### src/design/etx_config.svh
`ifndef ETX_CONFIG_SVH
`define ETX_CONFIG_SVH

// Packet width in bits, matches etx_pkg::packet_t
`define ETX_PW         104

`define ETX_FIFO_DEPTH 4        // Entries per channel queue
`define ETX_NCHAN      3        // rr, wr, rd

// Core ID, compared with dstaddr[31:20]
`define ETX_ID         12'h810

`endif

### src/design/etx_pkg.sv
package etx_pkg;

   // Mesh packet, MSB first
   typedef struct packed {
      logic [31:0] srcaddr;   // Return address for reads
      logic [31:0] data;      // Write data or read-back value
      logic [31:0] dstaddr;   // Target, top 12 bits are the core ID
      logic [4:0]  ctrlmode;  // Low nibble can be overridden
      logic [1:0]  datamode;  // 2'b11 is a double word
      logic        write;     // 0 for read requests
   } packet_t;

   // Index of each request channel, also its priority order
   typedef enum logic [1:0] {
      CH_RR = 2'd0,           // Read responses, highest
      CH_WR = 2'd1,           // Posted writes
      CH_RD = 2'd2            // Read requests, lowest
   } chan_e;

   // Register select in dstaddr[3:2]
   typedef enum logic [1:0] {
      REG_CTRL  = 2'd0,       // Enables and ctrlmode override
      REG_REMAP = 2'd1        // Remap pattern and base
   } cfg_reg_e;

endpackage

### src/design/etx_chan_fifo.sv
`timescale 1ns/10ps
`include "etx_config.svh"

module etx_chan_fifo #(
   parameter int DEPTH = `ETX_FIFO_DEPTH              // Queue entries
) (
   input  logic             clk,
   input  logic             arst_n,
   input  logic             in_access,                 // Packet offered
   input  etx_pkg::packet_t in_packet,
   output logic             in_wait,                   // Full level
   output logic             head_valid,
   output etx_pkg::packet_t head_packet,
   input  logic             pop                        // From arbiter
);

   localparam int AW = (DEPTH > 1) ? $clog2(DEPTH) : 1;  // Pointer width
   localparam int CW = $clog2(DEPTH + 1);                // Count width

   logic [`ETX_PW-1:0] mem [DEPTH];                      // Packet storage
   logic [AW-1:0]      wr_ptr;
   logic [AW-1:0]      rd_ptr;
   logic [CW-1:0]      count;                            // Entries held
   logic               push;

   assign push        = in_access & ~in_wait;            // Taken this edge
   assign in_wait     = (count == DEPTH);
   assign head_valid  = (count != 0);
   assign head_packet = mem[rd_ptr];                     // Seen after write edge

   always_ff @(posedge clk) begin
      if (push) begin
         mem[wr_ptr] <= in_packet;
      end
   end

   always_ff @(posedge clk or negedge arst_n) begin
      if (!arst_n) begin
         wr_ptr <= '0;
         rd_ptr <= '0;
         count  <= '0;
      end else begin
         if (push) begin
            wr_ptr <= (wr_ptr == AW'(DEPTH - 1)) ? '0 : wr_ptr + 1'b1;  // Wrap
         end
         if (pop) begin
            rd_ptr <= (rd_ptr == AW'(DEPTH - 1)) ? '0 : rd_ptr + 1'b1;
         end
         count <= count + CW'(push) - CW'(pop);          // Both may happen
      end
   end

   // Arbiter must only pop a queue that shows a head
   a_pop_not_empty: assert property (@(posedge clk) disable iff (!arst_n)
      pop |-> head_valid);

   a_count_bound: assert property (@(posedge clk) disable iff (!arst_n)
      count <= DEPTH);

endmodule

### src/design/etx_arbiter.sv
`timescale 1ns/10ps
`include "etx_config.svh"

module etx_arbiter (
   input  logic                   clk,
   input  logic                   arst_n,
   input  logic [`ETX_NCHAN-1:0]  chan_valid,         // Queue heads present
   input  etx_pkg::packet_t       chan_packet [`ETX_NCHAN],
   input  logic                   link_rd_wait,       // Blocks read requests
   input  logic                   link_wr_wait,       // Blocks writes and responses
   input  logic                   pipe_stall,
   input  logic                   cfg_busy,           // Read-back pending
   output logic [`ETX_NCHAN-1:0]  chan_pop,
   output logic                   sel_access,
   output etx_pkg::packet_t       sel_packet,
   output logic                   sel_rr              // Winner is a read response
);

   import etx_pkg::*;

   logic [`ETX_NCHAN-1:0] head_cfg;                   // Head targets this core
   logic [`ETX_NCHAN-1:0] eligible;
   logic                  blocked;

   assign blocked = pipe_stall | cfg_busy;            // Holds every channel

   always_comb begin
      for (int i = 0; i < `ETX_NCHAN; i++) begin
         head_cfg[i] = (chan_packet[i].dstaddr[31:20] == `ETX_ID);
         // Config packets never reach the link, so link waits do not apply
         eligible[i] = chan_valid[i] &
                       (head_cfg[i] | ~((i == int'(CH_RD)) ? link_rd_wait : link_wr_wait));
      end
   end

   // Lowest index wins, rr before wr before rd
   assign chan_pop   = blocked ? '0 : eligible & (~eligible + 1'b1);
   assign sel_access = |chan_pop;
   assign sel_rr     = chan_pop[CH_RR];

   always_comb begin
      sel_packet = chan_packet[CH_RR];                  // Default when idle
      for (int i = 0; i < `ETX_NCHAN; i++) begin
         if (chan_pop[i]) begin
            sel_packet = chan_packet[i];
         end
      end
   end

   a_pop_onehot: assert property (@(posedge clk) disable iff (!arst_n)
      $onehot0(chan_pop));

endmodule

### src/design/etx_cfg.sv
`timescale 1ns/10ps
`include "etx_config.svh"

module etx_cfg (
   input  logic             clk,
   input  logic             arst_n,
   input  logic             sel_access,          // Granted packet
   input  etx_pkg::packet_t sel_packet,
   input  logic             sel_rr,
   output logic             fwd_access,          // Link-bound packet
   output etx_pkg::packet_t fwd_packet,
   output logic             fwd_rr,
   output logic             tx_enable,
   output logic             remap_enable,
   output logic [7:0]       remap_pattern,       // Matched against dstaddr[31:24]
   output logic [7:0]       remap_base,
   output logic             ctrlmode_bypass,     // Override enable
   output logic [3:0]       ctrlmode,            // Override value
   output logic             etx_cfg_access,      // Read-back response
   output etx_pkg::packet_t etx_cfg_packet,
   input  logic             etx_cfg_wait
);

   import etx_pkg::*;

   logic        id_match;
   logic        cfg_wr;
   logic        cfg_rd;
   cfg_reg_e    reg_sel;
   logic [31:0] rd_data;
   packet_t     rsp_packet;

   assign id_match = (sel_packet.dstaddr[31:20] == `ETX_ID);
   assign cfg_wr   = sel_access & id_match & sel_packet.write;
   assign cfg_rd   = sel_access & id_match & ~sel_packet.write;
   assign reg_sel  = cfg_reg_e'(sel_packet.dstaddr[3:2]);

   // Everything else passes on in the same cycle
   assign fwd_access = sel_access & ~id_match;
   assign fwd_packet = sel_packet;
   assign fwd_rr     = sel_rr;

   always_comb begin
      case (reg_sel)
         REG_CTRL:  rd_data = {23'd0, ctrlmode_bypass, ctrlmode, 2'b00,
                               remap_enable, tx_enable};
         REG_REMAP: rd_data = {16'd0, remap_base, remap_pattern};
         default:   rd_data = 32'd0;             // Unmapped offsets
      endcase
   end

   always_comb begin
      rsp_packet         = sel_packet;
      rsp_packet.write   = 1'b1;                 // Responses are writes
      rsp_packet.dstaddr = sel_packet.srcaddr;   // Back to the requester
      rsp_packet.srcaddr = sel_packet.dstaddr;
      rsp_packet.data    = rd_data;
   end

   always_ff @(posedge clk or negedge arst_n) begin
      if (!arst_n) begin
         tx_enable       <= 1'b0;
         remap_enable    <= 1'b0;
         ctrlmode_bypass <= 1'b0;
         ctrlmode        <= '0;
         remap_pattern   <= '0;
         remap_base      <= '0;
      end else if (cfg_wr) begin
         case (reg_sel)
            REG_CTRL: begin
               tx_enable       <= sel_packet.data[0];
               remap_enable    <= sel_packet.data[1];
               ctrlmode        <= sel_packet.data[7:4];
               ctrlmode_bypass <= sel_packet.data[8];
            end
            REG_REMAP: begin
               remap_pattern <= sel_packet.data[7:0];
               remap_base    <= sel_packet.data[15:8];
            end
            default: ;                           // Ignored
         endcase
      end
   end

   // Response held until the receiver drops its wait
   always_ff @(posedge clk or negedge arst_n) begin
      if (!arst_n) begin
         etx_cfg_access <= 1'b0;
      end else if (cfg_rd) begin
         etx_cfg_access <= 1'b1;
      end else if (!etx_cfg_wait) begin
         etx_cfg_access <= 1'b0;
      end
   end

   always_ff @(posedge clk) begin
      if (cfg_rd) begin
         etx_cfg_packet <= rsp_packet;
      end
   end

   a_rsp_stable: assert property (@(posedge clk) disable iff (!arst_n)
      etx_cfg_access && etx_cfg_wait |=> etx_cfg_access && $stable(etx_cfg_packet));

endmodule

### src/design/etx_remap.sv
`timescale 1ns/10ps

module etx_remap (
   input  logic             clk,
   input  logic             arst_n,
   input  logic             fwd_access,
   input  etx_pkg::packet_t fwd_packet,
   input  logic             fwd_rr,              // Responses keep their address
   input  logic             remap_enable,
   input  logic [7:0]       remap_pattern,
   input  logic [7:0]       remap_base,
   input  logic             pipe_stall,          // Hold both registers
   output logic             rm_access,
   output etx_pkg::packet_t rm_packet
);

   import etx_pkg::*;

   packet_t remapped;

   always_comb begin
      remapped = fwd_packet;
      if (remap_enable && !fwd_rr &&
          (fwd_packet.dstaddr[31:24] == remap_pattern)) begin
         remapped.dstaddr[31:24] = remap_base;   // Swap top byte only
      end
   end

   always_ff @(posedge clk or negedge arst_n) begin
      if (!arst_n) begin
         rm_access <= 1'b0;
      end else if (!pipe_stall) begin
         rm_access <= fwd_access;
      end
   end

   always_ff @(posedge clk) begin
      if (!pipe_stall) begin
         rm_packet <= remapped;
      end
   end

endmodule

### src/design/etx_protocol.sv
`timescale 1ns/10ps

module etx_protocol (
   input  logic             clk,
   input  logic             arst_n,
   input  logic             rm_access,
   input  etx_pkg::packet_t rm_packet,
   input  logic             tx_enable,
   input  logic             ctrlmode_bypass,
   input  logic [3:0]       ctrlmode,
   input  logic             tx_io_wait,          // Link cannot take output
   input  logic             tx_rd_wait,
   input  logic             tx_wr_wait,
   output logic             tx_access,
   output logic             tx_burst,
   output etx_pkg::packet_t tx_packet,
   output logic             link_rd_wait,        // To arbiter
   output logic             link_wr_wait,
   output logic             pipe_stall
);

   import etx_pkg::*;

   packet_t out_packet;
   logic    rm_dw_write;                         // Incoming is a double-word write
   logic    tx_dw_write;
   logic    burst_next;

   assign link_rd_wait = tx_rd_wait | tx_io_wait | ~tx_enable;
   assign link_wr_wait = tx_wr_wait | tx_io_wait | ~tx_enable;
   // Disabled link parks any packet already in the remap register
   assign pipe_stall   = tx_io_wait | (~tx_enable & rm_access);

   always_comb begin
      out_packet = rm_packet;
      if (ctrlmode_bypass) begin
         out_packet.ctrlmode[3:0] = ctrlmode;
      end
   end

   assign rm_dw_write = rm_packet.write & (rm_packet.datamode == 2'b11);
   assign tx_dw_write = tx_packet.write & (tx_packet.datamode == 2'b11);
   // tx_access here is the previous cycle's output
   assign burst_next  = rm_dw_write & tx_access & tx_dw_write &
                        (rm_packet.dstaddr == tx_packet.dstaddr + 32'd8);

   always_ff @(posedge clk or negedge arst_n) begin
      if (!arst_n) begin
         tx_access <= 1'b0;
         tx_burst  <= 1'b0;
      end else if (!pipe_stall) begin
         tx_access <= rm_access & tx_enable;
         tx_burst  <= rm_access & tx_enable & burst_next;
      end
   end

   always_ff @(posedge clk) begin
      if (!pipe_stall) begin
         tx_packet <= out_packet;
      end
   end

   // Link may sample late, output must not move under it
   a_tx_hold: assert property (@(posedge clk) disable iff (!arst_n)
      tx_access && tx_io_wait |=> tx_access && $stable(tx_packet));

endmodule

### src/design/etx_core.sv
`timescale 1ns/10ps
`include "etx_config.svh"

module etx_core (
   input  logic             clk,
   input  logic             arst_n,
   input  logic             txwr_access,         // Posted writes
   input  etx_pkg::packet_t txwr_packet,
   output logic             txwr_wait,
   input  logic             txrd_access,         // Read requests
   input  etx_pkg::packet_t txrd_packet,
   output logic             txrd_wait,
   input  logic             txrr_access,         // Read responses
   input  etx_pkg::packet_t txrr_packet,
   output logic             txrr_wait,
   output logic             tx_access,           // Link side
   output logic             tx_burst,
   output etx_pkg::packet_t tx_packet,
   input  logic             tx_io_wait,
   input  logic             tx_rd_wait,
   input  logic             tx_wr_wait,
   output logic             etx_cfg_access,      // Register read-back
   output etx_pkg::packet_t etx_cfg_packet,
   input  logic             etx_cfg_wait
);

   import etx_pkg::*;

   logic [`ETX_NCHAN-1:0] ch_access;
   logic [`ETX_NCHAN-1:0] ch_wait;
   logic [`ETX_NCHAN-1:0] ch_valid;
   logic [`ETX_NCHAN-1:0] ch_pop;
   packet_t               ch_packet [`ETX_NCHAN];
   packet_t               ch_head   [`ETX_NCHAN];
   logic                  sel_access, sel_rr, fwd_access, fwd_rr, rm_access;
   packet_t               sel_packet, fwd_packet, rm_packet;
   logic                  tx_enable, remap_enable, ctrlmode_bypass;
   logic [7:0]            remap_pattern, remap_base;
   logic [3:0]            ctrlmode;
   logic                  link_rd_wait, link_wr_wait, pipe_stall;

   // Channel slots in priority order
   assign ch_access[CH_RR] = txrr_access;
   assign ch_packet[CH_RR] = txrr_packet;
   assign ch_access[CH_WR] = txwr_access;
   assign ch_packet[CH_WR] = txwr_packet;
   assign ch_access[CH_RD] = txrd_access;
   assign ch_packet[CH_RD] = txrd_packet;
   assign txrr_wait        = ch_wait[CH_RR];
   assign txwr_wait        = ch_wait[CH_WR];
   assign txrd_wait        = ch_wait[CH_RD];

   for (genvar i = 0; i < `ETX_NCHAN; i++) begin : g_chan
      etx_chan_fifo u_fifo (.clk(clk), .arst_n(arst_n), .in_access(ch_access[i]),
         .in_packet(ch_packet[i]), .in_wait(ch_wait[i]), .head_valid(ch_valid[i]),
         .head_packet(ch_head[i]), .pop(ch_pop[i]));
   end

   etx_arbiter etx_arbiter (.clk(clk), .arst_n(arst_n), .chan_valid(ch_valid),
      .chan_packet(ch_head), .link_rd_wait(link_rd_wait), .link_wr_wait(link_wr_wait),
      .pipe_stall(pipe_stall), .cfg_busy(etx_cfg_access), .chan_pop(ch_pop),
      .sel_access(sel_access), .sel_packet(sel_packet), .sel_rr(sel_rr));

   etx_cfg etx_cfg (.clk(clk), .arst_n(arst_n), .sel_access(sel_access),
      .sel_packet(sel_packet), .sel_rr(sel_rr), .fwd_access(fwd_access),
      .fwd_packet(fwd_packet), .fwd_rr(fwd_rr), .tx_enable(tx_enable),
      .remap_enable(remap_enable), .remap_pattern(remap_pattern),
      .remap_base(remap_base), .ctrlmode_bypass(ctrlmode_bypass), .ctrlmode(ctrlmode),
      .etx_cfg_access(etx_cfg_access), .etx_cfg_packet(etx_cfg_packet),
      .etx_cfg_wait(etx_cfg_wait));

   etx_remap etx_remap (.clk(clk), .arst_n(arst_n), .fwd_access(fwd_access),
      .fwd_packet(fwd_packet), .fwd_rr(fwd_rr), .remap_enable(remap_enable),
      .remap_pattern(remap_pattern), .remap_base(remap_base), .pipe_stall(pipe_stall),
      .rm_access(rm_access), .rm_packet(rm_packet));

   etx_protocol etx_protocol (.clk(clk), .arst_n(arst_n), .rm_access(rm_access),
      .rm_packet(rm_packet), .tx_enable(tx_enable), .ctrlmode_bypass(ctrlmode_bypass),
      .ctrlmode(ctrlmode), .tx_io_wait(tx_io_wait), .tx_rd_wait(tx_rd_wait),
      .tx_wr_wait(tx_wr_wait), .tx_access(tx_access), .tx_burst(tx_burst),
      .tx_packet(tx_packet), .link_rd_wait(link_rd_wait), .link_wr_wait(link_wr_wait),
      .pipe_stall(pipe_stall));

endmodule

### config.mk
export PLATFORM = sky130hd
export DESIGN_NAME = etx_core
export DESIGN_NICKNAME = d
export VERILOG_FILES = /design/src/design/etx_pkg.sv /design/src/design/etx_chan_fifo.sv /design/src/design/etx_arbiter.sv /design/src/design/etx_cfg.sv /design/src/design/etx_remap.sv /design/src/design/etx_protocol.sv /design/src/design/etx_core.sv
export VERILOG_INCLUDE_DIRS = /design/src /design/src/design
export SDC_FILE = /design/constraint.sdc
export NUM_CORES = 1
export LEC_CHECK = 0
export BUFFER_PORTS_ARGS = -buffer_cell sky130_fd_sc_hd__buf_2
export CORE_MARGIN = 10
export CORE_UTILIZATION = 64
export DETAILED_ROUTE_END_ITERATION = 6
export PLACE_DENSITY_LB_ADDON = 0.05
export SLEW_MARGIN = 20
export SYNTH_ARGS = -nofsm -noshare
export SYNTH_HDL_FRONTEND = slang
export SYNTH_SLANG_ARGS = --single-unit
export TNS_END_PERCENT = 20
### constraint.sdc
create_clock -name clk -period 35.6 [get_ports clk]
set_clock_uncertainty 0.05 [all_clocks]
set_input_delay 5.34 -clock clk [delete_from_list [all_inputs] [get_ports clk]]
set_output_delay 5.34 -clock clk [all_outputs]
set_load 0.01 [all_outputs]
==> summary.md <==
| Metric | Value |
|---|---|
| Top FF cell, synth | edfxtp_1 |
| Top Ports | 535 |
| Count leader, synth | edfxtp_1 |
| Post-synthesis adder-cell area fraction | 0.00537 |
| CP max stage cell | buf_4 |
| Max rail drop VDD | 0.0568 mV |
| Yosys warning count | 0 |
| Multi-input gate area | 0.0120 mm² |
| Core Area | 0.0933 mm² |
| Clock latency on the worst-skew pair | 0.76 ns |
| Slew Limit Fails | 0 |
| Row cnt | 112 |
| Die W | 327 µm |
| Distinct cell type count after synthesis | 71 |
| CTS Hold Bufs | 0 |
| Clock Tree Root | clkbuf_16 |
| Fin util | 0.742 |
| Synth top cells by count | edfxtp_1, mux4_2, nand2_1 |
| Worst Tran Pin Value | 1.12 ns |
| Top cell by count, worst path | buf_4 |
| # Post-CTS Setup Buffers | 0 |
| Largest cells by area after synthesis | edfxtp_1, mux4_2, dfrtp_1 |
| Async SR Flop Fraction | 0.0302 |
| Total CTS buffers | 154 |
| Largest family of logic cells by synthesized area | multiplexers |
| Synth Area in Simple Gates | 0.0380 |
| Vias after detailed routing | 31208 |
| WHS | 0.363 ns |
| Die Ht | 327 µm |
| Post-CTS resize count | 0 |
| Final setup vio count | 0 |
| Initial Util | 0.644 |
| Delay-heaviest family, CP | buffers and inverters |
| H-Tree Depth | 4 |
| Sequential Area | 0.0476 mm² |
| IO Port Bufs | 517 |
| Final hold viol count | 0 |
| Leakage | 0.0233 µW |
| Clk slew on worst S/H paths | 0.06 ns |
| Status | finished, final reports clean |
| Sink Count | 1591 |
| Number of synthesized flops with an enable pin | 1543 |
| Slew HR | 0.254 |
| Post-Route WL | 159000 µm |
| Final nets | 3821 |
| CP Launch Type | primary input |
| Clk buf depth | 3 |
| Wirelength per Cell | 32.5 µm |
| First-pass GRT wire length | 229000 µm |
| Iteration-0 DRC Markers | 3588 |
| Routability cong. | 0.899 |
| Hold crit path type | reg2reg |
| Via density | 6.38 |
| CP Class | in2reg |
| Arrival time worst endpoint | 11.37 ns |
| Syn Area/Cell | 20.9 µm² |
| Pwr Density | 66.4 mW/mm² |
| Max-cap viol count | 0 |
| ANT nets after route | 0 |
| Setup TNS | 0 ns |
| Gr usage total | 0.299 |
| Setup crit end kind | register |
| Die ar. | 0.107 mm² |
| Netlist Area Pre-Place | 0.0601 mm² |
| WP buf/inv | 6 |
| Layout area overhead | 15.1% |
| Yosys reg bits | 1591 |
| DP HPWL | 103000 µm |
| Fin cells | 4889 |
| Synth Area in Compound Gates | 0.0207 |
| Share of post-route cells with drive strength above 1 | 0.321 |
| Unrepaired setup endpoints after global routing | false |
| Period Utilization, post-route | 0.310 |
| Vias in the first global route | 31900 |
| Post-route minimum period | 11.04 ns |
| CP max FO | 55 |
| TritonCTS clock tree | done |
| Synth top area share | 0.770 |
| Placed Cells | 4573 |
| Multiplexer area fraction after synthesis | 0.126 |
| Max stage delay on crit path | 0.86 ns |
| FMAX | 90.6 MHz |
| Post-synthesis xor/xnor area fraction | 0.00728 |
| Number of fill cells | 5349 |
| Required time of the critical path | 35.92 ns |
| Largest net degree at the start of global routing | 73 |
| Drt pass-1 iters | 7 |
| Synth Instances | 2876 |
| DRC | 0 |
| Total grt overflow | 0 |
| Critical path cell sequence | buf_2 > nor3b_1 > and2_0 > o211ai_4 > buf_4 > buf_4 > inv_4 > a32oi_1 > and2_1 > nand4_1 > nor4_2 > buf_4 > buf_4 |
| Sequential area share after synthesis | 0.790 |
| Initial antenna violation count | 81 |
| Cell taking the most area after synthesis | edfxtp_1 |
worst reg2reg max path, cell delays in order, from the launching register on:
cell and delay (ns):
dfrtp_4 0.77, buf_4 0.73, mux4_2 0.70, nor4b_1 0.37, nand4_1 0.35, o211ai_4 0.45
buf_4 0.79, buf_4 0.66, inv_4 0.39, a32oi_1 0.49, and2_1 0.22, nand4_1 0.36
nor4_2 0.32, buf_4 0.51, buf_4 0.89
flip-flops by register name, indices dropped and copies added (netlist names):
name	flops
etx_cfg.etx_cfg_access	1
etx_protocol.tx_packet	104
etx_cfg.ctrlmode	4
etx_cfg.remap_base	8
etx_cfg.remap_pattern	8
etx_remap.rm_packet	104
etx_remap.rm_access	1
etx_cfg.ctrlmode_bypass	1
etx_cfg.remap_enable	1
etx_cfg.tx_enable	1
etx_cfg.etx_cfg_packet	87
g_chan.u_fifo.wr_ptr	6
g_chan.u_fifo.rd_ptr	6
g_chan.u_fifo.mem	1248
etx_protocol.tx_access	1
g_chan.u_fifo.count	9
etx_protocol.tx_burst	1
kinds of logic (layout without fill, tap and decap cells):
logic type / after synthesis / in the layout
mux: 361 / 361
buf+inv: 172 / 881
fa+ha+maj: 24 / 24
simple gates: 489 / 489
compound gates: 187 / 187
flops: 1591 / 1591
other cells: 2 / 52
xor+xnor: 50 / 50
metal layers:
metal / GRT usage / part of all wire / wire [µm]
met1: 0.392 / 0.37 / 58800
met2: 0.485 / 0.50 / 79600
met3: 0.0822 / 0.094 / 15000
met4: 0.106 / 0.032 / 5120
met5: 0 / 0.0027 / 423
report_power, final:
group	switching, µW	leakage [µW]	internal, µW
Combinational	360	0.00609	163
Clock	672	0.00240	917
Sequential	78.1	0.0148	2400
path summary, 6_finish.rpt:
check	start	end	slack, ns	cells past startpoint
worst min-delay path	etx_remap.rm_packet[66]	etx_protocol.tx_packet[66]	0.36	0
worst max register to register	g_chan[0].u_fifo.rd_ptr[0]	etx_cfg.etx_cfg_packet[9]	27.07	14
worst min register to register	etx_remap.rm_packet[66]	etx_protocol.tx_packet[66]	0.36	0
max in group asynchronous	arst_n	g_chan[2].u_fifo.rd_ptr[1]	30.18	2
min in group asynchronous	arst_n	g_chan[1].u_fifo.rd_ptr[0]	4.73	2
worst max-delay path	tx_io_wait	etx_cfg.etx_cfg_packet[9]	24.56	13
cell type report:
| type | count | area share |
|---|---|---|
| clock inverters | 93 | 0.0122 |
| multi-input cells | 1128 | 0.173 |
| inverters | 36 | 0.00199 |
| well taps | 1254 | 0.0227 |
| diodes | 35 | 0.00127 |
| repair buffers | 565 | 0.0428 |
| flip-flops and latches | 1591 | 0.687 |
| clock buffers | 187 | 0.0588 |
placed cells by master (no fill, tap or decap), types with 6 or more instances in the layout:
master	count
a21oi_1	31
a31oi_1	85
and2_1	12
and2_4	12
buf_2	517
buf_4	47
bufinv_16	14
clkbuf_1	28
clkbuf_16	158
clkinv_1	39
clkinv_2	23
conb_1	17
dfrtp_1	42
dfrtp_4	6
diode_2	35
edfxtp_1	1543
ha_1	21
inv_1	35
inv_6	7
mux2_1	10
mux2_2	27
mux2i_1	12
mux4_2	312
nand2_1	214
nand3_1	17
nand4_1	16
nor2_1	121
nor2b_1	9
nor3_1	29
nor3b_1	9
nor4_1	7
o21ai_0	20
or3_1	8
xnor2_1	31
xor2_1	19
stage by stage:
step	worst slack, ns	total power (µW)	area [µm²]
final	24.56	4590	69200
after CTS	24.70	4620	69100
after global routing	24.46	4740	69200
after detailed placement	23.92	3040	64200
after global placement	24.19	3000	64200
after floorplan	19.32	2810	60200
(Power assumes the default switching activity.)
